File: src/l2_cache_pkg.sv
package l2_cache_pkg;

  // ====================
  // geometry
  // ====================
  localparam int way_num  = 4;
  localparam int set_num  = 16;
  localparam int beat_num = 4;
  localparam int way_w    = 2;
  localparam int set_w    = 4;
  localparam int beat_w   = 2;
  // 32-byte line
  localparam int offset_w = 5;
  // addr = {tag, set, offset}
  localparam int tag_w    = 23;

  // widths with a meaning
  typedef logic [31:0]         addr_t;
  typedef logic [63:0]         data_t;
  typedef logic [tag_w-1:0]    tag_t;
  typedef logic [set_w-1:0]    set_idx_t;
  typedef logic [way_w-1:0]    way_idx_t;
  typedef logic [beat_w-1:0]   beat_idx_t;
  typedef logic [way_num-1:0]  way_vec_t;
  typedef logic [3:0]          source_t;

  // request / response opcodes
  typedef enum logic {op_get, op_put} req_op_e;
  typedef enum logic {op_ack, op_ack_data} rsp_op_e;

  // controller states
  typedef enum logic [3:0] {
    idle, read_tag, is_hit, write_data, write_rsp, read_data, is_dirty,
    wb_req, wb_data, wait_b, refill_req, refill, replay
  } ctrl_state_e;

  // ====================
  // channel payloads
  // ====================
  typedef struct packed {
    req_op_e op;
    addr_t   addr;
    source_t source;
    data_t   data;
  } cpu_req_t;

  typedef struct packed {
    rsp_op_e op;
    source_t source;
    data_t   data;
  } cpu_rsp_t;

  // line aligned burst address
  typedef struct packed {
    addr_t addr;
  } mem_addr_t;

  typedef struct packed {
    data_t data;
    logic  last;
  } mem_wdata_t;

  typedef struct packed {
    data_t data;
    logic  last;
  } mem_rdata_t;

  // one registered set read, compared against the request tag
  typedef struct packed {
    way_vec_t             hit;
    way_idx_t             hit_way;
    way_vec_t             valid;
    way_vec_t             dirty;
    tag_t [way_num-1:0]   tags;
  } tag_lookup_t;

endpackage

File: src/l2_tag_array.sv
module l2_tag_array (
  input  logic                      clk_i,
  input  logic                      rst_n_i,
  input  logic                      req_i,
  input  logic                      we_i,
  input  l2_cache_pkg::set_idx_t    set_i,
  input  l2_cache_pkg::way_idx_t    way_i,
  input  l2_cache_pkg::tag_t        tag_i,
  input  logic                      dirty_i,
  output l2_cache_pkg::tag_lookup_t lookup_o
);
  import l2_cache_pkg::*;

  // storage
  tag_t     tag_mem_q [set_num][way_num];
  way_vec_t valid_q [set_num];
  way_vec_t dirty_q [set_num];
  // registered read of one set
  tag_t [way_num-1:0] rd_tag_q;
  way_vec_t           rd_valid_q;
  way_vec_t           rd_dirty_q;
  tag_t               cmp_tag_q;

  // tag write, one way
  always_ff @(posedge clk_i) begin
    if (req_i && we_i) begin
      tag_mem_q[set_i][way_i] <= tag_i;
    end
  end

  // valid and dirty bits, cleared by reset
  always_ff @(posedge clk_i or negedge rst_n_i) begin
    if (!rst_n_i) begin
      for (int s = 0; s < set_num; s++) begin
        valid_q[s] <= '0;
        dirty_q[s] <= '0;
      end
      rd_valid_q <= '0;
      rd_dirty_q <= '0;
    end else if (req_i) begin
      if (we_i) begin
        // any write leaves the line valid
        valid_q[set_i][way_i] <= 1'b1;
        dirty_q[set_i][way_i] <= dirty_i;
      end else begin
        rd_valid_q <= valid_q[set_i];
        rd_dirty_q <= dirty_q[set_i];
      end
    end
  end

  // read side tags plus the tag to compare with
  always_ff @(posedge clk_i) begin
    if (req_i && !we_i) begin
      cmp_tag_q <= tag_i;
      for (int w = 0; w < way_num; w++) begin
        rd_tag_q[w] <= tag_mem_q[set_i][w];
      end
    end
  end

  // ====================
  // hit detection
  // ====================
  always_comb begin
    lookup_o.hit_way = '0;
    for (int w = 0; w < way_num; w++) begin
      lookup_o.hit[w] = rd_valid_q[w] && (rd_tag_q[w] == cmp_tag_q);
      if (lookup_o.hit[w]) begin
        lookup_o.hit_way = way_idx_t'(w);
      end
    end
    lookup_o.valid = rd_valid_q;
    lookup_o.dirty = rd_dirty_q;
    lookup_o.tags  = rd_tag_q;
  end

endmodule

File: config.mk
export PLATFORM = sky130hd
export DESIGN_NAME = l2_tag_array
export DESIGN_NICKNAME = d
export VERILOG_FILES = /design/src/l2_cache_pkg.sv /design/src/l2_tag_array.sv
export SDC_FILE = /design/constraint.sdc
export NUM_CORES = 2
export LEC_CHECK = 0
export CAP_MARGIN = 20
export CORE_MARGIN = 3
export CORE_UTILIZATION = 48
export CTS_CLUSTER_SIZE = 24
export DETAILED_ROUTE_END_ITERATION = 8
export DONT_BUFFER_PORTS = 1
export PLACE_DENSITY = 0.69
export SLEW_MARGIN = 5
export SYNTH_ARGS = -nofsm -noshare
export SYNTH_HDL_FRONTEND = slang
export SYNTH_SLANG_ARGS = --single-unit
File: constraint.sdc
create_clock -name clk_i -period 1.9 [get_ports clk_i]
set_clock_uncertainty 0.2 [all_clocks]
set_input_delay 0.38 -clock clk_i [delete_from_list [all_inputs] [get_ports clk_i]]
set_output_delay 0.38 -clock clk_i [all_outputs]
set_load 0.005 [all_outputs]
After elaboration in Yosys (flattened, before gate mapping)
Memories as Yosys holds them, arrays and structs flattened. A register that Yosys moved wholly into a read port is not among the register bits.
Cells that the tools add are included.
{"block": "totals", "romBits": 0, "latchBits": 0, "n_memories": 1, "register_bits": 159, "ramBits": 1472, "output_inout_bits": 106, "input_bits": 34, "word_cells": 80}
{"name": "tag_mem_q", "words": 16, "word_bits": 92, "read_ports": 1, "rd_clocked_by_memory_dff": 1, "write_ports": 1, "line_no": "l2_tag_array.sv:15", "text": "tag_t tag_mem_q [set_num][way_num];"}
{"block": "op_classes", "add_sub_neg": 0, "n_lt_le_gt_ge": 6, "eq_ne": 4, "shifts": 0, "multipliers": 0, "reduce_logical": 12, "bitwise_logic": 4, "div_mod_pow": 0, "muxes": 18}
{"operator": "equality test 23 bit", "count": 4}
{"operator": "2-to-1 mux 92 bit", "count": 1}
{"operator": "bitwise mux 64 bit", "count": 1}
{"operator": "OR 64 bit", "count": 1}
{"operator": "demux 23 bit (select 2 bit)", "count": 1}
{"operator": "binary-select mux 4 bit (select 4 bit)", "count": 2}
{"operator": "2-to-1 mux 23 bit", "count": 1}
{"operator": "2-to-1 mux 4 bit", "count": 5}
{"operator": "demux 4 bit (select 4 bit)", "count": 1}
{"operator": "logical AND 1 bit", "count": 9}
{"operator": "greater-or-equal comparator 5 bit, second input constant", "count": 1}
{"operator": "< comparator 5 x 1 -> 1 bit, second input constant", "count": 1}
{"operator": "NOT 4 -> 5 bit", "count": 1}
{"operator": "2-to-1 mux 2 bit", "count": 2}
{"operator": "AND reduction 2 bit", "count": 2}
{"operator": "greater-or-equal comparator 3 bit, second input constant", "count": 1}
{"operator": "< comparator 2 x 3 -> 1 bit, second input constant", "count": 1}
{"operator": "< comparator 3 x 1 -> 1 bit, second input constant", "count": 1}
{"operator": "2-to-1 mux 1 bit", "count": 3}
{"operator": "NOT 2 -> 3 bit", "count": 1}
{"operator": "demux 1 bit (select 2 bit)", "count": 1}
{"operator": "greater-or-equal comparator 2 x 1 -> 1 bit, second input constant", "count": 1}
{"operator": "logical NOT 1 bit", "count": 1}
{"operator": "NOT 1 bit", "count": 1}

Depth between registers and ports, before layout
{"block": "depth", "word_depth": 7, "mapped_depth": 9, "mapped_depth_nobuf": 6}

Least setup slack after synthesis
Ideal clock, no wire load.
{"block": "synth_timing", "path_kind": "input to register", "start": "input port req_i", "end": "register rd_valid_q[2]", "required_ps": 1565, "setup_time_ps": 135, "stages": 5, "path_slack_ps": -3024, "path_buffers": 2, "arrival_ps": 4590, "cell_sequence": "nor2b_1 > clkbuf_1 > clkbuf_1 > o211ai_1 > o21a_1"}
{"block": "synth_via", "elab_chain_len": 1}
{"item": "start: declaration", "line_no": "l2_tag_array.sv:4", "text": "input logic req_i,"}
{"item": "AND reduction 2 bit (no line)"}
{"item": "end signal: assignment", "line_no": "l2_tag_array.sv:46", "text": "rd_valid_q <= valid_q[set_i];"}
{"item": "end: declaration", "line_no": "l2_tag_array.sv:20", "text": "way_vec_t rd_valid_q;"}
Every way passes these cells.
A chain may end at the register's enable or synchronous reset.

==> impl_metrics.yaml <==
layout:
  fillers: 9365
  final_cell_area_mm2: 0.0798
  drive_gt1_share_pct: 40.0
  layout.nets: 3312
  fin_cells: 5197
  syn_to_final_growth_pct: 21.1
  antennaDiodeCount: 0
power_and_ir_drop:
  swShare_pct: 21.0
  comb_power_share_pct: 5.2
  switchingPower_w: 0.0165
  cellLeakagePower_nw: 26.5
  total_power_w: 0.0787
  p_int_w: 0.0622
  clkPwrFrac_pct: 40.9
  powerDensity_mw_per_mm2: 986
  seqPwrFrac_pct: 53.9
  ir_drop_mv: 0.948
sta:
  finalSetupViolations: 1599
  holdWs_ps: -923
  fin_ws_ps: -1370
  rsz0062_at_grt: "yes"
  setup_tns_ps: -376870
  fin_crit_sh_pct: 172
  fmax_mhz: 306
  report.final.slew_viol_count: 202
  slew_headroom_pct: -35.7
  finalCriticalPeriod_ps: 3270
  worstMarginPinSlew_ps: 2040
  hold_violations: 223
global_route:
  gr-usage-all-layers_pct: 24.5
  grt_overflow_total: 0
  first_global_vias: 32694
  grt_max_degree: 415
  grt_pass1_wl_um: 245000
  antenna_found_initial: 10
critical_path:
  worstSetupPathType: "register to output port"
  timing.rr.start: "tag_mem_q[4][6]$_DFFE_PP_"
  cp.buffers_inverters: 3
  cp.arrival_ps: 2690
  startpoint: "cmp_tag_q[9]$_DFFE_PP_"
  cp-start-kind: "register"
  crit_fanout: 2
  slowest_delay_ps: 430
  worstPathRequired_ps: 1320
  cp_top_family: "simple AND/OR/NAND/NOR gates"
  crit_chain: "buf_6 > buf_6 > xor2_1 > nor4_1 > nand4_1 > o41ai_2 > buf_4"
  cp-end-kind: "output port"
  crit_slowest_cell: "edfxtp_1"
  cpMostUsedCell: "buf_6"
clock_tree:
  cts_buffers: 169
  clock_latency_ps: 790
  clk_pin_slew_ps: 60
  cts_sinks: 1723
  htree_num_levels: 4
  ctsHoldBuffers: 68
  clockBufferDepth: 3
  cts-root-buf: "clkbuf_16"
  cts_tree: "built"
floorplanning:
  fp.dieArea_mm2: 0.142
  rows: 135
  io_pins: 140
  die_h_um: 377
  coreArea_mm2: 0.136
  fp.dieW_um: 377
  initial_core_util_pct: 48.5
routing:
  drc_errors: 0
  wl_per_cell_um: 33.0
  routed_wl_um: 171000
  via_count: 31719
  ant_nets: 0
  drtIter0Drc: 3934
  routed_via_density: 6.10
  first_pass_iters: 5
synthesis:
  ys_types: 33
  syn_nets: 2794
  syn_inst: 2760
  ys_async_sr_fraction_pct: 7.89
  synth_flop_cell: "edfxtp_1"
  yosys_register_bits: 1723
  yosysSeqAreaShare_pct: 77.5
  yosysMostFrequentCell: "edfxtp_1"
  synthTopCellsByArea: "edfxtp_1, mux4_2, dfrtp_1, xor2_1, mux2_1"
  synth_top_area_share_pct: 72.3
  syn_area_per_cell_um2: 23.9
  synth_top_area_cell: "edfxtp_1"
  syn_area_mm2: 0.0659
  synthTopCellsByCount: "edfxtp_1, mux4_2, dfrtp_1"
  synth-edff-count: 1587
  yosysWarnings: 0
run_status:
  violations: "negative hold slack, max-slew violations, negative setup slack"
  status: "complete, but fails checks"
placed_design:
  placed_area_mm2: 0.0722
  placed_cells: 4788
  place.gp.congestion: 0.880
  io_buffers: 0
  dp_hpwl_um: 98700
flow_run:
  maxCapViolCount: 0
worst_hold_path:
  hold_path.class: "primary input to asynchronous set/reset pin"
through the flow:
step,utilization (%),setup slack (ps)
detailed placement,53.2,-855
global placement,53.2,-857
global route,58.8,-1450
floorplan,-,-597
CTS,58.5,-1450
finish,58.8,-1370
path summary, 6_finish.rpt:
kind | cells past startpoint | slack (ps) | endpoint
worst max-delay path | 7 | -1370 | lookup_o[100]
worst max register to register | 2 | -120 | lookup_o[75]$_DFFE_PP_
min in group clk_i | 1 | -350 | lookup_o[74]$_DFFE_PP_
max in group asynchronous | 0 | 2090 | rd_valid_q[3]$_DFFE_PN0P_
worst min-delay path | 0 | -920 | rd_dirty_q[0]$_DFFE_PN0P_
worst min register to register | 1 | 260 | valid_q[48]$_DFFE_PN0P_
cell usage in the layout (no fill, tap or decap), types with 30 or more instances in the layout:
cell,netlist,routed
edfxtp_1,1587,1587
mux4_2,485,485
buf_6,40,189
clkbuf_16,0,174
dfrtp_1,136,132
buf_4,3,120
buf_12,0,100
xor2_1,64,64
nor2_4,0,56
or2_2,55,53
clkbuf_1,57,39
dlygate4sd3_1,0,36
clkinv_1,0,35
clkinv_2,0,31
mux2_4,0,30
state kept, by name, summed over array words and instances, names as in the netlist:
signal	cells
valid_q	64
cmp_tag_q	23
rd_dirty_q	4
rd_valid_q	4
lookup_o	92
tag_mem_q	1472
dirty_q	64
layout make-up:
| type | instances | area [um2] | area share [%] |
|---|---|---|---|
| Multi-Input combinational cell | 890 | 14800 | 18.5 |
| Timing Repair Buffer | 483 | 6310 | 7.90 |
| Clock inverter | 98 | 923 | 1.16 |
| Sequential cell | 1723 | 51100 | 64.0 |
| Inverter | 11 | 82.6 | 0.103 |
| Clock buffer | 211 | 4420 | 5.53 |
| Tap cell | 1781 | 2230 | 2.79 |
power groups by stage:
stage,Sequential (W),Combinational (W),Clock [W]
final,0.0424,0.00407,0.0322
after global routing,0.0425,0.00421,0.0342
after CTS,0.0424,0.00394,0.0327
after detailed placement,0.0432,0.00289,0
after global placement,0.0432,0.00286,0
after floorplan,0.0431,0.00260,0
cells by family after synthesis:
logic type | after synthesis | synth area share [%]
xor gates and xnor gates | 92 | 1.22
buffers and inverters | 147 | 1.35
and+or+nand+nor | 195 | 1.56
DFF | 1723 | 77.5
AOI/OAI and AO/OA | 30 | 0.340
muxes | 573 | 18.0
what timing repair did:
action,in CTS,in global routing
pin swaps,12,19
gates cloned,0,5
resized for setup,182,50
setup endpoints to repair,117,495
setup buffers,39,36
hold endpoints to repair,1942,241
metal layers:
layer / global-route usage, % / part of all wire, % / vias to the layer above / wire (um)
met1: 33.6 / 38 / 17083 / 65000
met3: 5.87 / 9.5 / 267 / 16200
met5: 0 / 0.0076 / - / 13
li1: - / - / 12711 / -
met4: 8.00 / 3.3 / 2 / 5660
met2: 39.3 / 49 / 1656 / 84500
Power figures use the tool's default switching activity.
