<file path="src/l2_cache_pkg.sv">
package l2_cache_pkg;

  // ====================
  // geometry
  // ====================
  localparam int way_num  = 4;
  localparam int set_num  = 16;
  localparam int beat_num = 4;
  localparam int way_w    = 2;
  localparam int set_w    = 4;
  localparam int beat_w   = 2;
  // 32-byte line
  localparam int offset_w = 5;
  // addr = {tag, set, offset}
  localparam int tag_w    = 23;

  // widths with a meaning
  typedef logic [31:0]         addr_t;
  typedef logic [63:0]         data_t;
  typedef logic [tag_w-1:0]    tag_t;
  typedef logic [set_w-1:0]    set_idx_t;
  typedef logic [way_w-1:0]    way_idx_t;
  typedef logic [beat_w-1:0]   beat_idx_t;
  typedef logic [way_num-1:0]  way_vec_t;
  typedef logic [3:0]          source_t;

  // request / response opcodes
  typedef enum logic {op_get, op_put} req_op_e;
  typedef enum logic {op_ack, op_ack_data} rsp_op_e;

  // controller states
  typedef enum logic [3:0] {
    idle, read_tag, is_hit, write_data, write_rsp, read_data, is_dirty,
    wb_req, wb_data, wait_b, refill_req, refill, replay
  } ctrl_state_e;

  // ====================
  // channel payloads
  // ====================
  typedef struct packed {
    req_op_e op;
    addr_t   addr;
    source_t source;
    data_t   data;
  } cpu_req_t;

  typedef struct packed {
    rsp_op_e op;
    source_t source;
    data_t   data;
  } cpu_rsp_t;

  // line aligned burst address
  typedef struct packed {
    addr_t addr;
  } mem_addr_t;

  typedef struct packed {
    data_t data;
    logic  last;
  } mem_wdata_t;

  typedef struct packed {
    data_t data;
    logic  last;
  } mem_rdata_t;

  // one registered set read, compared against the request tag
  typedef struct packed {
    way_vec_t             hit;
    way_idx_t             hit_way;
    way_vec_t             valid;
    way_vec_t             dirty;
    tag_t [way_num-1:0]   tags;
  } tag_lookup_t;

endpackage

</file>
<file path="src/l2_victim_select.sv">
module l2_victim_select (
  input  logic                   clk_i,
  input  logic                   rst_n_i,
  input  logic                   update_i,
  input  l2_cache_pkg::set_idx_t set_i,
  input  l2_cache_pkg::way_idx_t way_i,
  input  l2_cache_pkg::way_vec_t valid_i,
  input  l2_cache_pkg::set_idx_t lookup_set_i,
  output l2_cache_pkg::way_idx_t victim_way_o
);
  import l2_cache_pkg::*;

  // bit 0 root, bit 1 pair of ways 0/1, bit 2 pair of ways 2/3
  logic [way_num-2:0] plru_q [set_num];
  logic [way_num-2:0] cur_bits;
  way_idx_t           inv_way;
  way_idx_t           plru_way;
  logic               any_inv;

  // ====================
  // tree update
  // ====================
  always_ff @(posedge clk_i or negedge rst_n_i) begin
    if (!rst_n_i) begin
      for (int s = 0; s < set_num; s++) begin
        plru_q[s] <= '0;
      end
    end else if (update_i) begin
      // root points to the other pair
      plru_q[set_i][0] <= ~way_i[1];
      // pair bit points to the other way of the pair
      if (way_i[1]) begin
        plru_q[set_i][2] <= ~way_i[0];
      end else begin
        plru_q[set_i][1] <= ~way_i[0];
      end
    end
  end

  // ====================
  // victim choice
  // ====================
  always_comb begin
    cur_bits = plru_q[lookup_set_i];
    inv_way  = '0;
    any_inv  = 1'b0;
    // scan down so the lowest invalid way wins
    for (int w = way_num - 1; w >= 0; w--) begin
      if (!valid_i[w]) begin
        inv_way = way_idx_t'(w);
        any_inv = 1'b1;
      end
    end
    // walk the tree
    plru_way     = {cur_bits[0], cur_bits[0] ? cur_bits[2] : cur_bits[1]};
    victim_way_o = any_inv ? inv_way : plru_way;
  end

endmodule

</file>
<file path="config.mk">
export PLATFORM = sky130hd
export DESIGN_NAME = l2_victim_select
export DESIGN_NICKNAME = d
export VERILOG_FILES = /design/src/l2_cache_pkg.sv /design/src/l2_victim_select.sv
export SDC_FILE = /design/constraint.sdc
export NUM_CORES = 1
export LEC_CHECK = 0
export ABC_AREA = 1
export BUFFER_PORTS_ARGS = -buffer_cell sky130_fd_sc_hd__buf_2
export CORE_ASPECT_RATIO = 0.75
export CORE_MARGIN = 2
export CORE_UTILIZATION = 30
export DETAILED_ROUTE_END_ITERATION = 16
export HOLD_SLACK_MARGIN = 0.05
export SYNTH_ARGS = -nofsm -noshare
export SYNTH_HDL_FRONTEND = slang
export SYNTH_SLANG_ARGS = --single-unit
</file>
<file path="constraint.sdc">
create_clock -name clk_i -period 1.4 [get_ports clk_i]
set_input_delay 0.21 -clock clk_i [delete_from_list [all_inputs] [get_ports clk_i]]
set_output_delay 0.21 -clock clk_i [all_outputs]
set_load 0.02 [all_outputs]
</file>
Word-level counts from Yosys, hierarchy flattened. Index checks and enable logic that the tools add are counted.

$add $sub $neg: 0. Multiply operators: 0. Divide/modulo/power cells: 0. Magnitude comparators: 3. Eq/ne operators: 0. Shift operators: 0. Multiplexer cells: 23. Bitwise gates (word level): 4. Reductions and logical operators: 1.

Operators by type and width (count): $bwmux W48 (3); $mux W48 (1); $demux W3 S4 (3); $bmux W3 S4 (1); $mux W2 (6); $ge A5 B5 Y1 const B (2); $not A4 Y5 (2); $mux W3 (3); $mux W1 (6); $lt A5 B1 Y1 const B (1); $not A1 Y1 (2); $logic_and A1 B1 Y1 (1).

Register bits after elaboration: 48. Bits in latches: 0. RAM bits: 0. Bits in read-only memories: 0. Word-level logic and storage cells: 47. Memories: 0.

Depth between registers and ports, before layout. Gate-level depths: netlist of the first run.

Depth after elaboration: 8. Mapped depth: 13. Mapped depth without buffers: 11.

Least setup slack after synthesis of the first run. No wires, ideal clock.

Path type: input to output. Start point: in lookup_set_i[0]. End point: out victim_way_o[1]. Arrival: 1.254 ns. Setup slack: -0.064 ns. Stages on the path: 9. Buffers on the path: 2. Cell sequence: buf_4 -> buf_2 -> nand2_1 -> nand3_1 -> nand3_1 -> nand2_1 -> o21ai_0 -> nor2_1 -> nor2_1.

Cells in the longest elaborated chain, start to end: 5.

RTL lines: from (decl) (line l2_victim_select.sv:8) `input l2_cache_pkg::set_idx_t lookup_set_i,`; $not A4 Y5 (not written as such) (line l2_victim_select.sv:44) `cur_bits = plru_q[lookup_set_i];`; $bmux W3 S4 (line l2_victim_select.sv:44); $mux W3 (not written as such) (2 in series) (line l2_victim_select.sv:44); $mux W2 (line l2_victim_select.sv:56) `victim_way_o = any_inv ? inv_way : plru_way;`; to (decl) (line l2_victim_select.sv:9) `output l2_cache_pkg::way_idx_t victim_way_o`.

Every way passes these cells. The select of a mux whose other input is x is not followed.

Worst setup path after layout of the first run.
Start point: reg plru_q[0] in the netlist's numbering. End point: out victim_way_o[0].

Cells in the longest elaborated chain, start to end: 5.

RTL lines: from (decl) (line l2_victim_select.sv:14) `logic [way_num-2:0] plru_q [set_num];`; from (signal, indexed assignment) (line l2_victim_select.sv:30) `plru_q[set_i][0] <= ~way_i[1];`; from (signal, indexed assignment) (line l2_victim_select.sv:33) `plru_q[set_i][2] <= ~way_i[0];`; from (signal, indexed assignment) (line l2_victim_select.sv:35) `plru_q[set_i][1] <= ~way_i[0];`; $bmux W3 S4 (line l2_victim_select.sv:44); $mux W3 (not written as such) (2 in series) (line l2_victim_select.sv:44); $mux W1 (line l2_victim_select.sv:55) `plru_way = {cur_bits[0], cur_bits[0] ? cur_bits[2] : cur_bits[1]};`; $mux W2 (line l2_victim_select.sv:56).

Every way passes these cells. The select of a mux whose other input is x is not followed.

==> impl_metrics.toml, run 1 <==
[cts]
path_clk_slew_ns = 0.06
clk_path_buf_depth = 2
cts_tree = "built"
cts_root_buf = "clkbuf_16"
cts_inserted_buffers = 5
insertion_delay_ns = 0.29
h-tree-depth = 2
cts_sinks = 48

[critical_path]
cp_data_arrival_time_ns = 1.48
cpMostUsedCell = "nand2_1"
critPathSlowestCell = "dfrtp_1"
critPathMaxStageDelay_ns = 0.35
crit_required_ns = 1.19
cp_top_family = "simple AND/OR/NAND/NOR gates"
end_kind = "output pin"
crit_path_start_kind = "flip-flop"
crit_fanout = 2
cp_cell_sequence = "inv_1 > nand2_1 > nand3_2 > nand3_1 > nand2_1 > nand2_1 > nand3_1 > nand2_1 > nand2_1 > nand2_1 > buf_6"
reg2reg_setup_slack_ns = 0.64
crit_buf_inv = 2
critPathKind = "reg -> out"

[logic_synthesis]
synth_warnings = 0
yosysTopAreaCell = "dfrtp_1"
synth_area_leaders = "dfrtp_1 (44%), nand2_1 (17%), inv_1 (7.7%)"
ys.flop_type = "dfrtp_1"
ys_ff_latch = 48
synth_top_area_share_pct = 44.0
avgSynthCellArea_um2 = 7.40
synth_top_family_by_area = "simple AND/OR/NAND/NOR gates"
synth_edf_count = 0
synth.most_common_cell = "nand2_1"
synthMuxAreaShare_pct = 4.40
synthAdderAreaFrac_pct = 0
synth_fp_nets = 386
async_flop_share_pct = 100
yosys.area_share.simple_pct = 32.0
synth-compound-area-share_pct = 8.07
syn_inst = 369
synth_common_cells = "nand2_1 (123), inv_1 (56), dfrtp_1 (48)"
syn_area_um2 = 2730
synth_xor_area_share_pct = 0
seq_area_frac_synth_pct = 44.0
synth.distinct_cells = 22

[timing]
hold_viol_final = 0
fin_skew_ns = 0
setup_violations = 2
fin_setup_tns_ns = -0.569
tightest_slew_ns = 0.325
fmax_ghz = 0.591
min_period_over_period_pct = 121
rsz0062_at_grt = "true"
maxSlewViolCount = 0
min_period_ns = 1.69
slew_headroom_pct = 78.2
timing.final.ws_setup_ns = -0.292

[floorplan]
io_pins = 19
start_util_pct = 30.6
num_rows = 30
fp.dieH_um = 86.6
die_w_um = 114
core_area_um2 = 8930
die-area_um2 = 9890

[place]
gp_congestion = 0.878
dp_hpwl_mm = 5.13
pre_cts_ws_ns = -0.172
placed_cells = 503
port-buffer-count = 18

[grt]
grt_max_degree = 49
antenna_found_initial = 0
grt_pass1_vias = 2426
grt_pass1_wl_mm = 11.8
grtUsageTotal_pct = 15.3
overflow = 0

[detailed_routing]
wl_mm = 6.88
first_iter_violations = 259
route.detailed.drc = 0
vias = 2445
drt-pass1-iter-count = 5
wl_per_cell_um = 13.4
drtAntennaViolNets = 0
via_per_inst = 4.76

[power_and_ir_drop]
worst_ir_drop_vdd_mv = 0.673
powerDensity_nw_per_um2 = 1190
leakage_uw = 0.00170
total_power_uw = 3960

[min_path]
hold_path.class = "in -> reg"

[finish]
fin_nets = 418
area_delta_synth_final_pct = 22.1
largest_registers = "plru_q (48)"
num-fill-cells = 926
largest-register = "plru_q"
final_cells = 514
n_antenna_cell = 0
area.sequential_um2 = 1200
drive_gt1_share_pct = 22.1
multi_input_area_um2 = 1280
largest_reg_flops = 48

[status]
status = "finished with violations"
violations = "negative setup slack"

[flow_run]
drv_cap = 0
-- per-layer routing --
| layer | vias up | wire length, µm | GRT usage, % |
|---|---|---|---|
| met2 | 70 | 2910 | 22.5 |
| met4 | 0 | 67 | 3.55 |
| li1 | 1218 | - | - |
| met3 | 10 | 373 | 3.57 |
| met5 | - | 0 | 0 |
| met1 | 1147 | 3530 | 22.7 |
-- metrics by stage --
stage | hold WS (ns) | util (%) | cell area, µm²
after global placement | 0.219 | 34.6 | 3090
after floorplan | -0.0856 | - | 2730
after CTS | 0.299 | 36.6 | 3270
after global routing | 0.325 | 37.3 | 3330
after detailed placement | 0.215 | 34.6 | 3090
final | 0.314 | 37.3 | 3330
-- power by group --
group	total, µW	switching, µW	internal (µW)
sequential	1790	115	1670
clock	1220	517	705
combinational	948	583	366
total	3960	1210	2740
-- final timing paths --
path	depth (start not counted)	startpoint	to
max	11	plru_q[0]$_DFFE_PN0P_	victim_way_o[0]
min	3	set_i[1]	plru_q[6]$_DFFE_PN0P_
max reg2reg	3	plru_q[37]$_DFFE_PN0P_	plru_q[37]$_DFFE_PN0P_
min reg2reg	2	plru_q[40]$_DFFE_PN0P_	plru_q[40]$_DFFE_PN0P_
max in group asynchronous	3	rst_n_i	plru_q[31]$_DFFE_PN0P_
min in group asynchronous	3	rst_n_i	plru_q[37]$_DFFE_PN0P_
-- cell usage in the layout, fill, tap and decap left out, types with 7 or more instances in the layout --
cell,Yosys,final
nor2_1,12,11
dfrtp_1,48,48
mux2i_1,12,12
buf_4,2,17
inv_1,56,50
o21ai_1,9,11
nand3_1,41,33
a21oi_1,7,7
buf_2,5,16
o21ai_0,23,21
nand2_2,1,9
nand3_2,0,8
nand2_1,123,115
inv_2,4,10
-- logic make-up (layout without fill, tap and decap cells) --
logic type             after synthesis  in the layout
muxes                               12             12
and+or+nand+nor                    190            190
DFF                                 48             48
buffers and inverters               76            109
AOI/OAI and AO/OA                   43             43
-- area by class of cell --
type | instances | share of cell area, %
Tap cell | 112 | 4.20
Inverter | 60 | 6.76
Multi-Input combinational cell | 245 | 38.3
Sequential cell | 48 | 36.0
Timing Repair Buffer | 41 | 10.2
Clock inverter | 2 | 0.300
Clock buffer | 6 | 4.17
-- timing repair --
item / 4_1_cts / 5_1_grt
hold buffers: 1 / 0
hold endpoints to repair: 48 / 0
setup endpoints to repair: 2 / 2
buffers inserted: 0 / 2
resized for setup: 9 / 19
cloned: 0 / 0
pin swaps: 7 / 8
-- worst min-delay path, delay by kind of cell --
kind | cells | cell delay, ns
and+or+nand+nor | 1 | 0.07
buffers and inverters | 1 | 0.15
AOI/OAI and AO/OA | 1 | 0.13
(Power assumes the default switching activity.)
==> run 2, diff against run 1 <==
Settings changed: CORE_UTILIZATION 30 to 50, PLACE_DENSITY set to 0.68.
==> impl_metrics.toml, run 2 (synthesized netlist as in run 1, its figures left out) <==
[cts]
cts_inserted_buffers = 5
h-tree-depth = 2
clk_path_buf_depth = 2
path_clk_slew_ns = 0.09
cts_root_buf = "clkbuf_8"
cts_tree = "built"
insertion_delay_ns = 0.30
cts_sinks = 48

[timing]
setup_violations = 2
fin_skew_ns = 0
hold-worst-slack_ns = 0.305
rsz0062_at_grt = "true"
tightest_slew_ns = 0.346
fin_setup_tns_ns = -0.609
timing.final.ws_setup_ns = -0.326
hold_viol_final = 0
slew_headroom_pct = 76.7
min_period_ns = 1.73
maxSlewViolCount = 0
fmax_ghz = 0.579
min_period_over_period_pct = 123

[detailed_routing]
drtAntennaViolNets = 0
wl_per_cell_um = 14.2
route.detailed.drc = 0
first_iter_violations = 179
drt-pass1-iter-count = 5
vias = 2467
via_per_inst = 5.22
wl_mm = 6.70

[min_path]
worstHoldStart = "set_i[0]"
hold-path-endpoint = "plru_q[3]$_DFFE_PN0P_"
hold_path.class = "in -> reg"
whs_path_depth = 3

[critical_path]
cp_data_arrival_time_ns = 1.52
reg2reg_setup_slack_ns = 0.55
crit_fanout = 2
critPathKind = "reg -> out"
critPathSlowestCell = "dfrtp_1"
r2r_cells = 4
reg2reg_to = "plru_q[43]$_DFFE_PN0P_"
crit_required_ns = 1.19
crit_path_start_kind = "flip-flop"
critPathMaxStageDelay_ns = 0.38
regToRegStartpoint = "plru_q[43]$_DFFE_PN0P_"
end_kind = "output pin"
cpMostUsedCell = "nand2_1"
cp_cell_sequence = "inv_1 > nand2_1 > nand3_2 > nand3_1 > nand2_1 > nand2_1 > nand3_1 > nand2_1 > nand2_1 > nand2_1 > buf_6"

[finish]
final_area_um2 = 3240
largest-register = "plru_q"
largest_reg_flops = 48
final_cells = 473
drive_gt1_share_pct = 24.1
layout_commonest_cell = "nand2_1"
largest_registers = "plru_q (48)"
area_delta_synth_final_pct = 18.6
layout_common_cells = "nand2_1 (112), dfrtp_1 (48), inv_1 (44), nand3_1 (30), o21ai_0 (21)"
num-fill-cells = 506
fin_nets = 414
n_antenna_cell = 0

[grt]
overflow = 0
grt_max_degree = 49
grt_pass1_wl_mm = 11.5
grt_pass1_vias = 2346
grtUsageTotal_pct = 25.3
antenna_found_initial = 0

[floorplan]
io_pins = 19
die_w_um = 89.3
start_util_pct = 51.6
die-area_um2 = 6070
num_rows = 23
fp.dieH_um = 68.0
core_area_um2 = 5300

[place]
pre_cts_ws_ns = -0.164
placed_cell_area_um2 = 3010
placed_cells = 460
port-buffer-count = 18
gp_congestion = 0.853
dp_hpwl_mm = 4.84

[status]
violations = "negative setup slack"
status = "finished with violations"

[flow_run]
drv_cap = 0

[power_and_ir_drop]
worst_ir_drop_vdd_mv = 0.632
powerDensity_nw_per_um2 = 1130
leakage_uw = 0.00165
[run 2: cell types whose count changed in the layout (fill, tap and decap cells not counted), moves of 2 or more]
cell,previous run,this run
buf_4,17,12
nand3_2,8,11
inv_2,10,16
nand2_1,115,112
nand3_1,33,30
nand2_2,9,12
clkinv_2,2,0
clkbuf_8,1,6
inv_1,50,44
clkbuf_16,5,0
[run 2: worst max-delay path by stage]
stage | from | end | cells past startpoint
2_1_floorplan | lookup_set_i[0] | victim_way_o[1] | 9
3_3_place_gp | lookup_set_i[0] | victim_way_o[0] | 13
3_5_place_dp | lookup_set_i[0] | victim_way_o[0] | 13
4_1_cts | plru_q[37]$_DFFE_PN0P_ | victim_way_o[0] | 11
5_1_grt | plru_q[43]$_DFFE_PN0P_ | victim_way_o[0] | 11
6_report | plru_q[43]$_DFFE_PN0P_ | victim_way_o[0] | 11
[run 2: area by class of cell]
type | instances | area [µm²] | share of cell area, %
Sequential cell | 48 | 1200 | 37.1
Clock buffer | 7 | 86.3 | 2.67
Inverter | 60 | 225 | 6.96
Timing Repair Buffer | 37 | 323 | 9.97
Clock inverter | 1 | 7.51 | 0.232
Tap cell | 75 | 93.8 | 2.90
Multi-Input combinational cell | 245 | 1300 | 40.2
[run 2: routing by layer]
layer / track usage, % / wire length (µm) / vias up / part of all wire [%]
li1: - / - / 1209 / -
met1: 36.8 / 3160 / 1166 / 47
met2: 39.7 / 3040 / 83 / 45
met3: 3.98 / 436 / 9 / 6.5
met4: 6.16 / 63 / 0 / 0.94
met5: 0 / 0 / - / 0
[run 2: stage by stage]
step           util [%]  power [µW]
4_1_cts            60.8        3650
2_1_floorplan         -        2370
3_3_place_gp       56.8        2640
5_1_grt            61.1        3890
6_report           61.1        3650
3_5_place_dp       56.8        2680
[run 2: power breakdown]
part	leakage, µW	total, µW	switching [µW]	internal (µW)
Sequential	0.000567	1790	118	1670
Combinational	0.00104	976	597	379
Clock	0.0000445	885	483	403
[run 2: what timing repair did]
item	in CTS	in global routing
pin swaps	18	7
hold buffers	1	0
resized for setup	35	5
buffers inserted	3	1
endpoints found under the setup margin	2	2
endpoints found under the hold margin	48	0
[run 2: critical path, delay by kind of cell, from the launching register on]
kind / cells / cell delay [ns]
flops: 1 / 0.38
simple gates: 9 / 0.65
buf+inv: 2 / 0.19
