$ cat src/l2_cache_pkg.sv
package l2_cache_pkg;

  // ====================
  // geometry
  // ====================
  localparam int way_num  = 4;
  localparam int set_num  = 16;
  localparam int beat_num = 4;
  localparam int way_w    = 2;
  localparam int set_w    = 4;
  localparam int beat_w   = 2;
  // 32-byte line
  localparam int offset_w = 5;
  // addr = {tag, set, offset}
  localparam int tag_w    = 23;

  // widths with a meaning
  typedef logic [31:0]         addr_t;
  typedef logic [63:0]         data_t;
  typedef logic [tag_w-1:0]    tag_t;
  typedef logic [set_w-1:0]    set_idx_t;
  typedef logic [way_w-1:0]    way_idx_t;
  typedef logic [beat_w-1:0]   beat_idx_t;
  typedef logic [way_num-1:0]  way_vec_t;
  typedef logic [3:0]          source_t;

  // request / response opcodes
  typedef enum logic {op_get, op_put} req_op_e;
  typedef enum logic {op_ack, op_ack_data} rsp_op_e;

  // controller states
  typedef enum logic [3:0] {
    idle, read_tag, is_hit, write_data, write_rsp, read_data, is_dirty,
    wb_req, wb_data, wait_b, refill_req, refill, replay
  } ctrl_state_e;

  // ====================
  // channel payloads
  // ====================
  typedef struct packed {
    req_op_e op;
    addr_t   addr;
    source_t source;
    data_t   data;
  } cpu_req_t;

  typedef struct packed {
    rsp_op_e op;
    source_t source;
    data_t   data;
  } cpu_rsp_t;

  // line aligned burst address
  typedef struct packed {
    addr_t addr;
  } mem_addr_t;

  typedef struct packed {
    data_t data;
    logic  last;
  } mem_wdata_t;

  typedef struct packed {
    data_t data;
    logic  last;
  } mem_rdata_t;

  // one registered set read, compared against the request tag
  typedef struct packed {
    way_vec_t             hit;
    way_idx_t             hit_way;
    way_vec_t             valid;
    way_vec_t             dirty;
    tag_t [way_num-1:0]   tags;
  } tag_lookup_t;

endpackage

$ cat src/l2_cache_ctrl.sv
module l2_cache_ctrl (
  input  logic                                           clk_i,
  input  logic                                           rst_n_i,
  // request / response
  input  logic                                           req_valid_i,
  output logic                                           req_ready_o,
  input  l2_cache_pkg::cpu_req_t                         req_i,
  output logic                                           rsp_valid_o,
  input  logic                                           rsp_ready_i,
  output l2_cache_pkg::cpu_rsp_t                         rsp_o,
  // memory side
  output logic                                           ar_valid_o,
  input  logic                                           ar_ready_i,
  output l2_cache_pkg::mem_addr_t                        ar_o,
  output logic                                           aw_valid_o,
  input  logic                                           aw_ready_i,
  output l2_cache_pkg::mem_addr_t                        aw_o,
  output logic                                           w_valid_o,
  input  logic                                           w_ready_i,
  output l2_cache_pkg::mem_wdata_t                       w_o,
  input  logic                                           r_valid_i,
  output logic                                           r_ready_o,
  input  l2_cache_pkg::mem_rdata_t                       r_i,
  input  logic                                           b_valid_i,
  output logic                                           b_ready_o,
  // tag array
  output logic                                           tag_req_o,
  output logic                                           tag_we_o,
  output l2_cache_pkg::set_idx_t                         tag_set_o,
  output l2_cache_pkg::way_idx_t                         tag_way_o,
  output l2_cache_pkg::tag_t                             tag_wr_o,
  output logic                                           tag_dirty_o,
  input  l2_cache_pkg::tag_lookup_t                      lookup_i,
  // data array
  output logic                                           data_req_o,
  output logic                                           data_we_o,
  output l2_cache_pkg::set_idx_t                         data_set_o,
  output l2_cache_pkg::way_idx_t                         data_way_o,
  output l2_cache_pkg::beat_idx_t                        data_beat_o,
  output l2_cache_pkg::data_t                            data_wr_o,
  input  l2_cache_pkg::data_t [l2_cache_pkg::way_num-1:0] data_rd_i,
  // replacement
  output logic                                           lru_update_o,
  output l2_cache_pkg::set_idx_t                         lru_set_o,
  output l2_cache_pkg::way_idx_t                         lru_way_o,
  input  l2_cache_pkg::way_idx_t                         victim_way_i
);
  import l2_cache_pkg::*;

  ctrl_state_e state_q, state_d;
  cpu_req_t    req_q;
  tag_lookup_t lookup_q;
  beat_idx_t   cnt_q, cnt_d;
  tag_t        req_tag;
  set_idx_t    req_set;
  beat_idx_t   req_beat;
  logic        victim_dirty;

  // address fields of the held request
  assign req_tag  = req_q.addr[offset_w+set_w +: tag_w];
  assign req_set  = req_q.addr[offset_w +: set_w];
  assign req_beat = req_q.addr[offset_w-1 -: beat_w];
  // write back needed only for a valid dirty victim
  assign victim_dirty = lookup_q.valid[victim_way_i] & lookup_q.dirty[victim_way_i];

  // ====================
  // channel payloads
  // ====================
  assign rsp_o.op     = (req_q.op == op_get) ? op_ack_data : op_ack;
  assign rsp_o.source = req_q.source;
  assign rsp_o.data   = data_rd_i[lookup_q.hit_way];
  // victim line goes back under its old tag
  assign aw_o.addr    = {lookup_q.tags[victim_way_i], req_set, {offset_w{1'b0}}};
  assign ar_o.addr    = {req_tag, req_set, {offset_w{1'b0}}};
  assign w_o.data     = data_rd_i[victim_way_i];
  assign w_o.last     = (cnt_q == beat_idx_t'(beat_num - 1));

  // array addressing, always the request set
  assign tag_set_o   = req_set;
  assign tag_wr_o    = req_tag;
  assign tag_way_o   = (state_q == write_rsp) ? lookup_q.hit_way : victim_way_i;
  // dirty on write hit, clean on refill
  assign tag_dirty_o = (state_q == write_rsp);
  assign data_set_o  = req_set;
  assign data_way_o  = (state_q == refill) ? victim_way_i : lookup_i.hit_way;
  assign data_wr_o   = (state_q == refill) ? r_i.data : req_q.data;
  assign lru_set_o   = req_set;
  assign lru_way_o   = (state_q == refill) ? victim_way_i : lookup_i.hit_way;

  // ====================
  // FSM
  // ====================
  always_comb begin
    state_d      = state_q;
    cnt_d        = cnt_q;
    req_ready_o  = 1'b0;
    rsp_valid_o  = 1'b0;
    ar_valid_o   = 1'b0;
    aw_valid_o   = 1'b0;
    w_valid_o    = 1'b0;
    r_ready_o    = 1'b0;
    b_ready_o    = 1'b0;
    tag_req_o    = 1'b0;
    tag_we_o     = 1'b0;
    data_req_o   = 1'b0;
    data_we_o    = 1'b0;
    data_beat_o  = req_beat;
    lru_update_o = 1'b0;
    case (state_q)
      idle: begin
        req_ready_o = 1'b1;
        if (req_valid_i) begin
          state_d = read_tag;
        end
      end
      read_tag: begin
        tag_req_o = 1'b1;
        state_d   = is_hit;
      end
      // lookup is valid here
      is_hit: begin
        if (|lookup_i.hit) begin
          lru_update_o = 1'b1;
          data_req_o   = 1'b1;
          if (req_q.op == op_put) begin
            // commit the beat now
            data_we_o = 1'b1;
            state_d   = write_rsp;
          end else begin
            state_d = read_data;
          end
        end else begin
          cnt_d   = '0;
          state_d = is_dirty;
        end
      end
      // ack while the line is marked dirty
      write_rsp: begin
        tag_req_o   = 1'b1;
        tag_we_o    = 1'b1;
        rsp_valid_o = 1'b1;
        if (rsp_ready_i) begin
          state_d = idle;
        end
      end
      read_data: begin
        rsp_valid_o = 1'b1;
        if (rsp_ready_i) begin
          state_d = idle;
        end
      end
      is_dirty: begin
        state_d = victim_dirty ? wb_req : refill_req;
      end
      // beat 0 of the victim is read while aw waits
      wb_req: begin
        aw_valid_o  = 1'b1;
        data_req_o  = 1'b1;
        data_beat_o = cnt_d;
        if (aw_ready_i) begin
          state_d = wb_data;
        end
      end
      wb_data: begin
        w_valid_o = 1'b1;
        if (w_ready_i) begin
          cnt_d = cnt_q + beat_idx_t'(1);
          if (w_o.last) begin
            state_d = wait_b;
          end
        end
        // prefetch the next beat on a handshake
        data_req_o  = 1'b1;
        data_beat_o = cnt_d;
      end
      wait_b: begin
        b_ready_o = 1'b1;
        if (b_valid_i) begin
          state_d = refill_req;
        end
      end
      refill_req: begin
        ar_valid_o = 1'b1;
        cnt_d      = '0;
        if (ar_ready_i) begin
          state_d = refill;
        end
      end
      // beats land in order in the victim way
      refill: begin
        r_ready_o   = 1'b1;
        data_beat_o = cnt_q;
        if (r_valid_i) begin
          data_req_o = 1'b1;
          data_we_o  = 1'b1;
          cnt_d      = cnt_q + beat_idx_t'(1);
          if (r_i.last) begin
            // tag valid and clean with the last beat
            tag_req_o    = 1'b1;
            tag_we_o     = 1'b1;
            lru_update_o = 1'b1;
            state_d      = replay;
          end
        end
      end
      // re-read so the request completes as a hit
      replay: begin
        tag_req_o = 1'b1;
        state_d   = is_hit;
      end
      default: begin
        state_d = idle;
      end
    endcase
  end

  // ====================
  // registers
  // ====================
  always_ff @(posedge clk_i or negedge rst_n_i) begin
    if (!rst_n_i) begin
      state_q <= idle;
      cnt_q   <= '0;
    end else begin
      state_q <= state_d;
      cnt_q   <= cnt_d;
    end
  end

  // request and lookup payload
  always_ff @(posedge clk_i) begin
    if (state_q == idle && req_valid_i) begin
      req_q <= req_i;
    end
    if (state_q == is_hit) begin
      lookup_q <= lookup_i;
    end
  end

endmodule

$ cat config.mk
export PLATFORM = sky130hd
export DESIGN_NAME = l2_cache_ctrl
export DESIGN_NICKNAME = d
export VERILOG_FILES = /design/src/l2_cache_pkg.sv /design/src/l2_cache_ctrl.sv
export SDC_FILE = /design/constraint.sdc
export NUM_CORES = 1
export LEC_CHECK = 0
export BUFFER_PORTS_ARGS = -buffer_cell sky130_fd_sc_hd__buf_2
export CELL_PAD_IN_SITES_DETAIL_PLACEMENT = 1
export CELL_PAD_IN_SITES_GLOBAL_PLACEMENT = 1
export CORE_AREA = 2 2 332 334
export DETAILED_ROUTE_END_ITERATION = 8
export DIE_AREA = 0 0 334 336
export PLACE_DENSITY_LB_ADDON = 0.12
export SLEW_MARGIN = 20
export SYNTH_ARGS = -nofsm -noshare
export SYNTH_HDL_FRONTEND = slang
export SYNTH_SLANG_ARGS = --single-unit
$ cat constraint.sdc
create_clock -name clk_i -period 20.1 [get_ports clk_i]
set_input_delay 2.01 -clock clk_i [delete_from_list [all_inputs] [get_ports clk_i]]
set_output_delay 2.01 -clock clk_i [all_outputs]
set_load 0.02 [all_outputs]
# [After elaboration in Yosys (flattened, before gate mapping)]
# Cells that the tools add are included.
[op_classes] muxes=50 reduce_logical=11 n_addsub=1 bitwise=1 magnitude_cmp=2 n_eq_ne=22
[op_table] cell="64-bit binary-select mux with 2-bit select" count=2
[op_table] cell="64-bit two-way mux" count=3
[op_table] cell="23-bit binary-select mux with 2-bit select" count=1
[op_table] cell="4-bit two-way mux" count=11
[op_table] cell="4-bit case mux with 10 select lines" count=1
[op_table] cell="23-bit two-way mux" count=1
[op_table] cell="4-bit equality test (second input constant)" count=5
[op_table] cell="2-bit inequality test (second input constant)" count=9
[op_table] cell="1-bit two-way mux" count=17
[op_table] cell="4-bit by 3-bit equality test with 1-bit output (second input constant)" count=4
[op_table] cell="2-bit two-way mux" count=5
[op_table] cell="9-bit AND reduction" count=1
[op_table] cell="1-bit case mux with 2 select lines" count=4
[op_table] cell="2-bit case mux with 4 select lines" count=1
[op_table] cell="2-bit OR reduction" count=4
[op_table] cell="2-bit by 3-bit less-than comparator with 1-bit output (second input constant)" count=2
[op_table] cell="1-bit binary-select mux with 2-bit select" count=2
[op_table] cell="4-bit by 1-bit equality test with 1-bit output (second input constant)" count=1
[op_table] cell="4-bit by 2-bit equality test with 1-bit output (second input constant)" count=1
[op_table] cell="4-bit zero test" count=1
[op_table] cell="2-bit case mux with 2 select lines" count=1
[op_table] cell="4-bit nonzero test" count=1
[op_table] cell="4-bit OR reduction" count=1
[op_table] cell="1-bit case mux with 3 select lines" count=1
[op_table] cell="7 further kinds" count=7
[word_totals] register_bits=209 word_cells=100 out_inout_bits=318 in_bits=539

# [Logic depth before layout (Yosys ltp)]
# Gate-level depths: netlist of the first run.
[depth] depth_word=5 ltp_mapped=8 ltp_nobuf=5

# [Worst setup path before layout of the first run]
# OpenSTA, ideal clock, no wires.
[synth_path] path_type="register -> register" startpoint="register state_q[0]" endpoint="register lookup_q[0] (netlist name), enable pin" path_buffers=1 path_slack_ns=11.698 required_ns=19.412 arrival_ns=7.714 path_stages_with_launch=4 setup_ns=0.688 period_less_slack_ns=8.402 cell_sequence="dfrtp_1 > buf_6 > or2b_2 > nor3_1"
[synth_via] elab_chain_len=1
[synth_rtl] element="start, declared" line="l2_cache_ctrl.sv:50" text="ctrl_state_e state_q, state_d;"
[synth_rtl] element="start signal, assigned" line="l2_cache_ctrl.sv:222" text="state_q <= idle;"
[synth_rtl] element="start signal, assigned" line="l2_cache_ctrl.sv:225" text="state_q <= state_d;"
[synth_rtl] element="4-bit by 2-bit equality test with 1-bit output" line="l2_cache_ctrl.sv:235" text="if (state_q == is_hit) begin"
[synth_rtl] element="end signal, assigned" line="l2_cache_ctrl.sv:236" text="lookup_q <= lookup_i;"
[synth_rtl] element="end, declared" line="l2_cache_ctrl.sv:52" text="tag_lookup_t lookup_q;"
# Every way passes these cells.
# A chain may end at the register's enable or synchronous reset.

==> impl_metrics.ini, run 1 <==
[critical_path]
rr_endpoint = rsp_o[67]$_DFFE_PP_
slowest_delay_ns = 0.76
end_kind = output port
worst_r2r_path_depth = 4
path_depth = 4
crit_path_start = victim_way_i[0]
crit_arrival_ns = 4.44
rr_startpoint = state_q[1]$_DFFE_PN0P_
worstSetupStartpointType = input pin
crit_type = input pin to output port
r2r_setup_slack_ns = 17.04
setup.worst_path.end = w_o[9]
cp_max_fo = 51
crit_path_cell_trace = buf_6, buf_4, mux4_2, buf_2
path_buf_inv = 3
crit_slowest_cell = buf_4
critPathTopFamily = buffers and inverters
worstPathRequired_ns = 18.09

[finish]
n_fill_cell = 12600
multi_input_area_mm2 = 0.00479
regArea_mm2 = 0.00616
area_growth_pct = 52.0
design_area_mm2 = 0.0180
drive_above_1_share = 0.678
nNetsFinal = 2084

[grt]
grt_max_degree = 72
antenna_found_initial = 36
grt_pass1_vias = 11500
grt_use_total = 0.114
overflow = 0
grt_pass1_wl_um = 90900

[logic_synthesis]
synth_xor_area_frac = 0.000739
synth_ff_type = edfxtp_1
yosysWarnings = 0
synth_area_per_cell_um2 = 15.0
yosysUniqueCellTypes = 51
synth-edff-count = 200
synth_top_family_by_area = multiplexers
synth_cells = 789
synth_compound_area_frac = 0.0176
synth-async-reset-ratio = 0.0291
synthAdderAreaFrac = 0.00106
seq_area_frac_synth = 0.519
yosys-mux-area-fraction = 0.294
synth-simple-area-share = 0.0861
netlist_area_mm2 = 0.0119
synth_seq_cells = 206

[routing]
post-route-drc-count = 0
first_pass_iters = 4
wirelength_um = 67300
avgRoutedWirePerCell_um = 22.5
drt-initial-drc-count = 370
num_vias = 10300
viasPerCell = 3.44
ant_nets = 0

[timing]
tns_ns = 0
min_period_over_period = 0.321
slew_headroom = 0.323
fmax_mhz = 155
slew_violations = 0
skew_ns = 0.0211
worstMarginPinSlew_ns = 1.02
rsz0062_at_grt = false
fin_crit_ns = 6.45
setup_viol = 0
hold_viol = 0

[pwr]
ir_worst_vdd_mv = 0.0507
p_leak_nw = 7.58
p_per_area_mw_per_mm2 = 103

[worst_hold_path]
hp-class = flip-flop to flip-flop

[clock_network]
cts_buffer_depth = 3
htreeDepth = 1
root_buffer = clkbuf_16
post_cts_resized = 0
cts_buffers = 30
clk_pin_slew_ns = 0.06
cts_sinks = 206
insertion_delay_ns = 0.62
cts_tree = done
cts_setup_buffers = 0
holdBufCountCts = 0

[floorplanning]
start_util = 0.109
die_x_um = 334
die-area_mm2 = 0.112
io_pins = 857
die_y_um = 336
core_area_mm2 = 0.108
rows = 121

[placement]
place.gp.congestion = 0.813
port-buffer-count = 843
dpl_cell_area_mm2 = 0.0171
dp_hpwl_um = 55000

[job]
cap_violations = 0

[run_status]
run_status = completed
-- final cells by class --
cell class,instances,area share
antenna,8,0.00111
clock buffer,38,0.0433
clock inverter,14,0.00930
inverter,6,0.00125
multi-input combinational,445,0.266
sequential,206,0.342
tap,1414,0.0982
timing repair buffer,855,0.240
-- state kept, by name, indices dropped and copies added (netlist names) --
register and flops:
req_beat 2, rsp_o 4, lookup_q 102, req_q 65
state_q 4, cnt_q 2, ar_o 27
-- metal layers --
layer / wire length [um] / global-route usage
met4: 2040 / 0.0318
met2: 35100 / 0.214
met3: 6800 / 0.0482
met1: 23000 / 0.114
met5: 265 / 0
-- synthesized netlist by cell type, types with 2 or more instances --
cell type	number	share of area
a21o_1	2	0.0013
buf_1	9	0.0028
a21oi_1	7	0.0030
a22o_1	2	0.0015
nor2_1	12	0.0038
a32oi_1	2	0.0015
dfrtp_1	6	0.013
nand3_1	2	0.00084
mux2_2	3	0.0028
buf_4	83	0.053
nor3_1	4	0.0017
nand2b_1	2	0.0011
edfxtp_1	200	0.51
buf_2	15	0.0063
mux2i_1	3	0.0025
o22ai_1	2	0.0011
nand2_1	214	0.068
mux4_2	151	0.29
o21ai_0	3	0.0013
buf_6	7	0.0066
inv_1	5	0.0016
clkbuf_8	2	0.0023
clkbuf_1	25	0.0079
-- cell usage in the layout, fill, tap and decap left out, types with 2 or more instances in the layout --
cell	n
nor3_1	3
nand2_1	214
nor2_1	12
a21o_1	2
clkinv_2	2
clkinvlp_4	2
mux2_2	3
edfxtp_1	200
mux2i_1	3
diode_2	8
o22ai_1	2
conb_1	10
buf_2	841
o21ai_0	3
a21oi_1	7
a22o_1	2
a32oi_1	2
bufinv_16	3
nand3_1	2
mux4_2	151
clkbuf_16	30
nand2b_1	2
inv_1	5
buf_4	13
dfrtp_1	6
clkbuf_1	8
clkinv_1	6
-- worst min path at each step --
stage | slack (ns) | depth (start not counted) | end | from
6_report | 0.54 | 1 | cnt_q[1]$_DFFE_PN0P_ | cnt_q[1]$_DFFE_PN0P_
5_1_grt | 0.61 | 1 | cnt_q[1]$_DFFE_PN0P_ | cnt_q[1]$_DFFE_PN0P_
4_1_cts | 0.55 | 1 | cnt_q[1]$_DFFE_PN0P_ | cnt_q[1]$_DFFE_PN0P_
3_5_place_dp | 0.53 | 1 | cnt_q[1]$_DFFE_PN0P_ | cnt_q[1]$_DFFE_PN0P_
3_3_place_gp | 0.54 | 1 | cnt_q[1]$_DFFE_PN0P_ | cnt_q[1]$_DFFE_PN0P_
2_1_floorplan | 0.50 | 1 | cnt_q[1]$_DFFE_PN0P_ | cnt_q[1]$_DFFE_PN0P_
-- through the flow --
step,power [mW],cells,setup slack (ns),hold slack [ns],utilization
after floorplan,1.11,798,11.70,0.500,-
after CTS,1.92,2978,13.50,0.548,0.166
after detailed placement,1.37,2926,13.51,0.531,0.157
final,1.86,2986,13.65,0.544,0.166
after global routing,1.97,2980,13.36,0.606,0.166
after global placement,1.37,2926,13.50,0.544,0.157
-- cells by family (layout without fill, tap and decap cells) --
logic type | after synthesis | count (layout)
adder cells (fa/ha/maj) | 1 | 1
AO/OA/AOI/OAI | 28 | 28
multiplexers | 158 | 158
other | 1 | 18
flip-flops | 206 | 206
buffers and inverters | 147 | 913
XOR/XNOR | 1 | 1
AND/OR/NAND/NOR | 247 | 247
-- where the power goes --
part,internal [mW],switching [mW]
Combinational,0.249,0.445
Clock,0.310,0.215
Sequential,0.589,0.0508
Note: power is estimated with default switching activity, not from simulation.
==> run 2: changes to the inputs <==
--- a/config.mk
+++ b/config.mk
@@ -8,9 +8,9 @@
 export BUFFER_PORTS_ARGS = -buffer_cell sky130_fd_sc_hd__buf_2
 export CELL_PAD_IN_SITES_DETAIL_PLACEMENT = 1
 export CELL_PAD_IN_SITES_GLOBAL_PLACEMENT = 1
-export CORE_AREA = 2 2 332 334
+export CORE_AREA = 2 2 334 336
 export DETAILED_ROUTE_END_ITERATION = 8
-export DIE_AREA = 0 0 334 336
+export DIE_AREA = 0 0 336 338
 export PLACE_DENSITY_LB_ADDON = 0.12
 export SLEW_MARGIN = 20
 export SYNTH_ARGS = -nofsm -noshare
==> constraint.sdc (replaced) <==
create_clock -name clk_i -period 5.5 [get_ports clk_i]
set_input_delay 0.55 -clock clk_i [delete_from_list [all_inputs] [get_ports clk_i]]
set_output_delay 0.55 -clock clk_i [all_outputs]
set_load 0.02 [all_outputs]
==> run 2 against run 1 <==
Cell area rose by 0.72%. Via count is 0.26% higher. Clock skew decreased by 0.0097 ns. Critical path type is now flip-flop to output port.
==> impl_metrics.ini, run 2 (synthesis results as in run 1) <==
[run_status]
run_status = completed

[worst_hold_path]
hold_end = req_q[29]$_DFFE_PP_
whs_path_depth = 1
min_from = req_i[29]
hp-class = input pin to flip-flop

[critical_path]
crit_path_cell_trace = nand4b_4, inv_2, buf_4, nand2_1, nand2_1, buf_2
crit_arrival_ns = 3.19
end_kind = output port
worstPathRequired_ns = 4.95
r2r_setup_slack_ns = 2.44
slowest_delay_ns = 0.82
path_depth = 6
crit_type = flip-flop to output port
rr_startpoint = state_q[2]$_DFFE_PN0P_
critPathTopFamily = buffers and inverters
path_buf_inv = 3
worstSetupStartpointType = flip-flop
worst_r2r_path_depth = 6
cp_max_fo = 45
rr_endpoint = state_q[0]$_DFFE_PN0P_
crit_slowest_cell = dfrtp_1
cp_common_cell = nand2_1

[clock_network]
insertion_delay_ns = 0.59
cts_tree = done
cts_buffers = 29
cts_setup_buffers = 0
cts_sinks = 206
clk_pin_slew_ns = 0.06
root_buffer = clkbuf_16
htreeDepth = 1
cts_buffer_depth = 3

[timing]
rsz0062_at_grt = false
hold_viol = 0
skew_ns = 0.0114
worstMarginPinSlew_ns = 1.02
slew_headroom = 0.319
fin_crit_ns = 3.74
slew_violations = 0
fmax_mhz = 268
tns_ns = 0
min_period_over_period = 0.679
setup_viol = 0

[pwr]
p_per_area_mw_per_mm2 = 369
p_leak_nw = 7.58
p_total_mw = 6.71
ir_worst_vdd_mv = 0.222

[floorplanning]
die-area_mm2 = 0.114
die_x_um = 336
start_util = 0.108
die_y_um = 338
core_area_mm2 = 0.110
rows = 122
io_pins = 857

[grt]
grt_pass1_vias = 11300
grt_max_degree = 103
antenna_found_initial = 55
overflow = 0
grt_pass1_wl_um = 87800
grt_use_total = 0.110

[routing]
first_pass_iters = 4
wirelength_um = 66100
post-route-drc-count = 0
num_vias = 10300
avgRoutedWirePerCell_um = 21.6
viasPerCell = 3.36
ant_nets = 0
drt-initial-drc-count = 423

[job]
cap_violations = 0

[placement]
place.gp.congestion = 0.767
port-buffer-count = 843
dp_hpwl_um = 53700

[finish]
layout_commonest_cell = buf_2
area_growth_pct = 53.1
final_cell_mix = 841 x buf_2, 214 x nand2_1, 200 x edfxtp_1
top_register = lookup_q
largest_reg_flops = 102
nNetsFinal = 2082
drive_above_1_share = 0.681
==> run 2: worst max path at each step <==
| stage | endpoint | startpoint | slack (ns) |
|---|---|---|---|
| finish | data_wr_o[23] | state_q[3]$_DFFE_PN0P_ | 1.76 |
| global route | data_wr_o[23] | state_q[3]$_DFFE_PN0P_ | 1.43 |
| CTS | data_wr_o[23] | state_q[3]$_DFFE_PN0P_ | 1.53 |
| detailed placement | data_wr_o[23] | state_q[3]$_DFFE_PN0P_ | 2.23 |
| global placement | data_wr_o[23] | state_q[1]$_DFFE_PN0P_ | 2.28 |
| floorplan | lookup_q[0]$_DFFE_PP_ | state_q[0]$_DFFE_PN0P_ | 0.24 |
==> run 2: area by class of cell <==
type,instances,area [um^2]
clock inverter,21,163
tap,1488,1860
clock buffer,32,737
timing repair buffer,854,4390
sequential,206,6160
fill,12800,91900
multi-input combinational,445,4790
antenna,12,30.0
inverter,6,22.5
==> run 2: timing repair <==
| item | CTS | global route |
|---|---|---|
| endpoints found under the hold margin | 6 | 0 |
| hold buffers | 1 | 0 |
| gates resized for setup | 0 | 0 |
==> run 2: where the power goes <==
part           switching, mW  internal [mW]  total (mW)
combinational           1.62          0.927        2.55
clock                  0.774           1.05        1.83
sequential             0.180           2.15        2.33
==> run 2: per-stage QoR <==
stage	setup slack (ns)	instances	hold slack, ns	utilization	cell area (um^2)
CTS	1.53	3052	0.0598	0.165	18100
detailed placement	2.23	2998	0.401	0.156	17200
finish	1.76	3064	0.132	0.165	18200
global placement	2.28	2998	0.398	0.156	17200
global route	1.43	3056	0.0877	0.165	18100
floorplan	0.237	798	0.254	-	11900
==> run 2: per-layer routing <==
metal,GRT usage,wire [um]
met5,0,423
met4,0.0328,2030
met3,0.0474,7170
met2,0.200,33700
met1,0.113,22700
==> run 3: changes to the inputs <==
--- a/config.mk
+++ b/config.mk
@@ -8,9 +8,9 @@
 export BUFFER_PORTS_ARGS = -buffer_cell sky130_fd_sc_hd__buf_2
 export CELL_PAD_IN_SITES_DETAIL_PLACEMENT = 1
 export CELL_PAD_IN_SITES_GLOBAL_PLACEMENT = 1
-export CORE_AREA = 2 2 334 336
+export CORE_AREA = 2 2 332 334
 export DETAILED_ROUTE_END_ITERATION = 8
-export DIE_AREA = 0 0 336 338
+export DIE_AREA = 0 0 334 336
 export PLACE_DENSITY_LB_ADDON = 0.12
 export SLEW_MARGIN = 20
 export SYNTH_ARGS = -nofsm -noshare
==> constraint.sdc (replaced) <==
create_clock -name clk_i -period 3.7 [get_ports clk_i]
set_input_delay 0.37 -clock clk_i [delete_from_list [all_inputs] [get_ports clk_i]]
set_output_delay 0.37 -clock clk_i [all_outputs]
set_load 0.02 [all_outputs]
==> run 3 against run 2 <==
Global-route usage increased by 0.84 points. Worst setup slack worse by 1.2 ns. Sequential share of layout area is 3.7 points lower. Non-clock buffer count up 224. Wire length grew 4.6%. First-iteration DRC count down 19%. Clock-buffer cell count rose by 9. Register-to-register slack got worse by 1.2 ns. Final cell count increased by 5.1%. Die area is 1.2% lower. Sequential power rose by 46%. Via count increased by 7.3%.
==> impl_metrics.ini, run 3 (synthesis results as in run 1) <==
[routing]
ant_nets = 0
post-route-drc-count = 0
viasPerCell = 3.43
drt-initial-drc-count = 344
wirelength_um = 69100
first_pass_iters = 4
num_vias = 11000
avgRoutedWirePerCell_um = 21.5

[finish]
final_cell_mix = 841 x buf_2, 214 x nand2_1, 201 x dlygate4sd3_1
layout_commonest_cell = buf_2
fin_cells = 3219
area_growth_pct = 71.6
drive_above_1_share = 0.606
nNetsFinal = 2307
largest_reg_flops = 102
n_fill_cell = 12600
top_register = lookup_q

[placement]
port-buffer-count = 843
place.gp.congestion = 0.845
dpl.cell_count = 2948
dp_hpwl_um = 56700

[timing]
tns_ns = 0
hold_slack_ns = 0.127
worstMarginPinSlew_ns = 0.909
fmax_mhz = 315
fin_crit_ns = 3.17
hold_viol = 0
setup_viol = 0
min_period_over_period = 0.858
rsz0062_at_grt = false
slew_headroom = 0.394
skew_ns = 0.0600
slew_violations = 0

[floorplanning]
io_pins = 857
die_x_um = 334
die_y_um = 336
core_area_mm2 = 0.108
start_util = 0.109
die-area_mm2 = 0.112
rows = 121

[grt]
grt_pass1_vias = 12500
grt_max_degree = 82
antenna_found_initial = 33
overflow = 0
grt_use_total = 0.118
grt_pass1_wl_um = 95000

[pwr]
p_leak_nw = 8.56
p_total_mw = 10.5
p_per_area_mw_per_mm2 = 517
ir_worst_vdd_mv = 0.388

[critical_path]
cp_max_fo = 41
end_kind = output port
crit_arrival_ns = 2.80
crit_type = flip-flop to output port
worstPathRequired_ns = 3.33
worst_r2r_path_depth = 5
worstSetupStartpointType = flip-flop

[job]
cap_violations = 0

[clock_network]
cts_tree = done
insertion_delay_ns = 0.63
cts_sinks = 206
htreeDepth = 1
cts_setup_buffers = 0
cts_buffer_depth = 3
clk_pin_slew_ns = 0.06
cts_buffers = 30
root_buffer = clkbuf_16

[worst_hold_path]
hp-class = input pin to asynchronous set/reset pin

[run_status]
run_status = completed
## run 3: what timing repair did
item | in CTS | in global routing
gates resized for setup | 0 | 0
hold endpoints to repair | 206 | 0
hold buffers | 201 | 0
## run 3: routing by layer
layer / wire, um / up-vias / share of wire / GRT usage
li1: - / 4964 / - / -
met1: 24700 / 5410 / 0.36 / 0.123
met2: 36700 / 571 / 0.53 / 0.225
met3: 5890 / 85 / 0.085 / 0.0396
met4: 1740 / 16 / 0.025 / 0.0291
met5: 121 / - / 0.0018 / 0
## run 3: worst paths after layout
kind,from,to,slack [ns]
worst max-delay path,state_q[2]$_DFFE_PN0P_,lru_way_o[1],0.53
worst min register to register,cnt_q[1]$_DFFE_PN0P_,cnt_q[1]$_DFFE_PN0P_,0.54
worst max register to register,state_q[0]$_DFFE_PN0P_,req_q[5]$_DFFE_PP_,1.29
min in group clk_i,w_ready_i,cnt_q[1]$_DFFE_PN0P_,0.29
max in group asynchronous,rst_n_i,state_q[0]$_DFFE_PN0P_,3.40
worst min-delay path,rst_n_i,state_q[1]$_DFFE_PN0P_,0.13
## run 3: critical path: stages, from the launching register on
cell and delay, ns:
dfrtp_1 0.54, nand4b_4 0.35, inv_2 0.71, nand2_1 0.11, nand2_1 0.22, buf_2 0.21
## run 3: report_power, final
part | internal, mW | switching, mW | total, mW
Sequential | 3.20 | 0.216 | 3.41
Combinational | 1.57 | 2.58 | 4.16
Clock | 1.76 | 1.18 | 2.94
Total | 6.54 | 3.97 | 10.5
## run 3: final cells by class
class                           count  area [um^2]  share of cell area
Antenna cell                       18         45.0             0.00221
Tap cell                         1414         1770              0.0870
Clock inverter                     11          183             0.00898
Clock buffer                       41          792              0.0389
Inverter                            6         22.5             0.00111
Timing Repair Buffer             1078         6580               0.324
Multi-Input combinational cell    445         4790               0.236
Sequential cell                   206         6160               0.303
## run 3: through the flow
stage / instance area [um^2] / worst slack [ns] / util
after CTS: 20300 / 0.307 / 0.187
final: 20300 / 0.527 / 0.188
after detailed placement: 17300 / 1.03 / 0.160
after global placement: 17300 / 1.07 / 0.160
after floorplan: 11900 / 0.0159 / -
after global routing: 20300 / 0.217 / 0.187
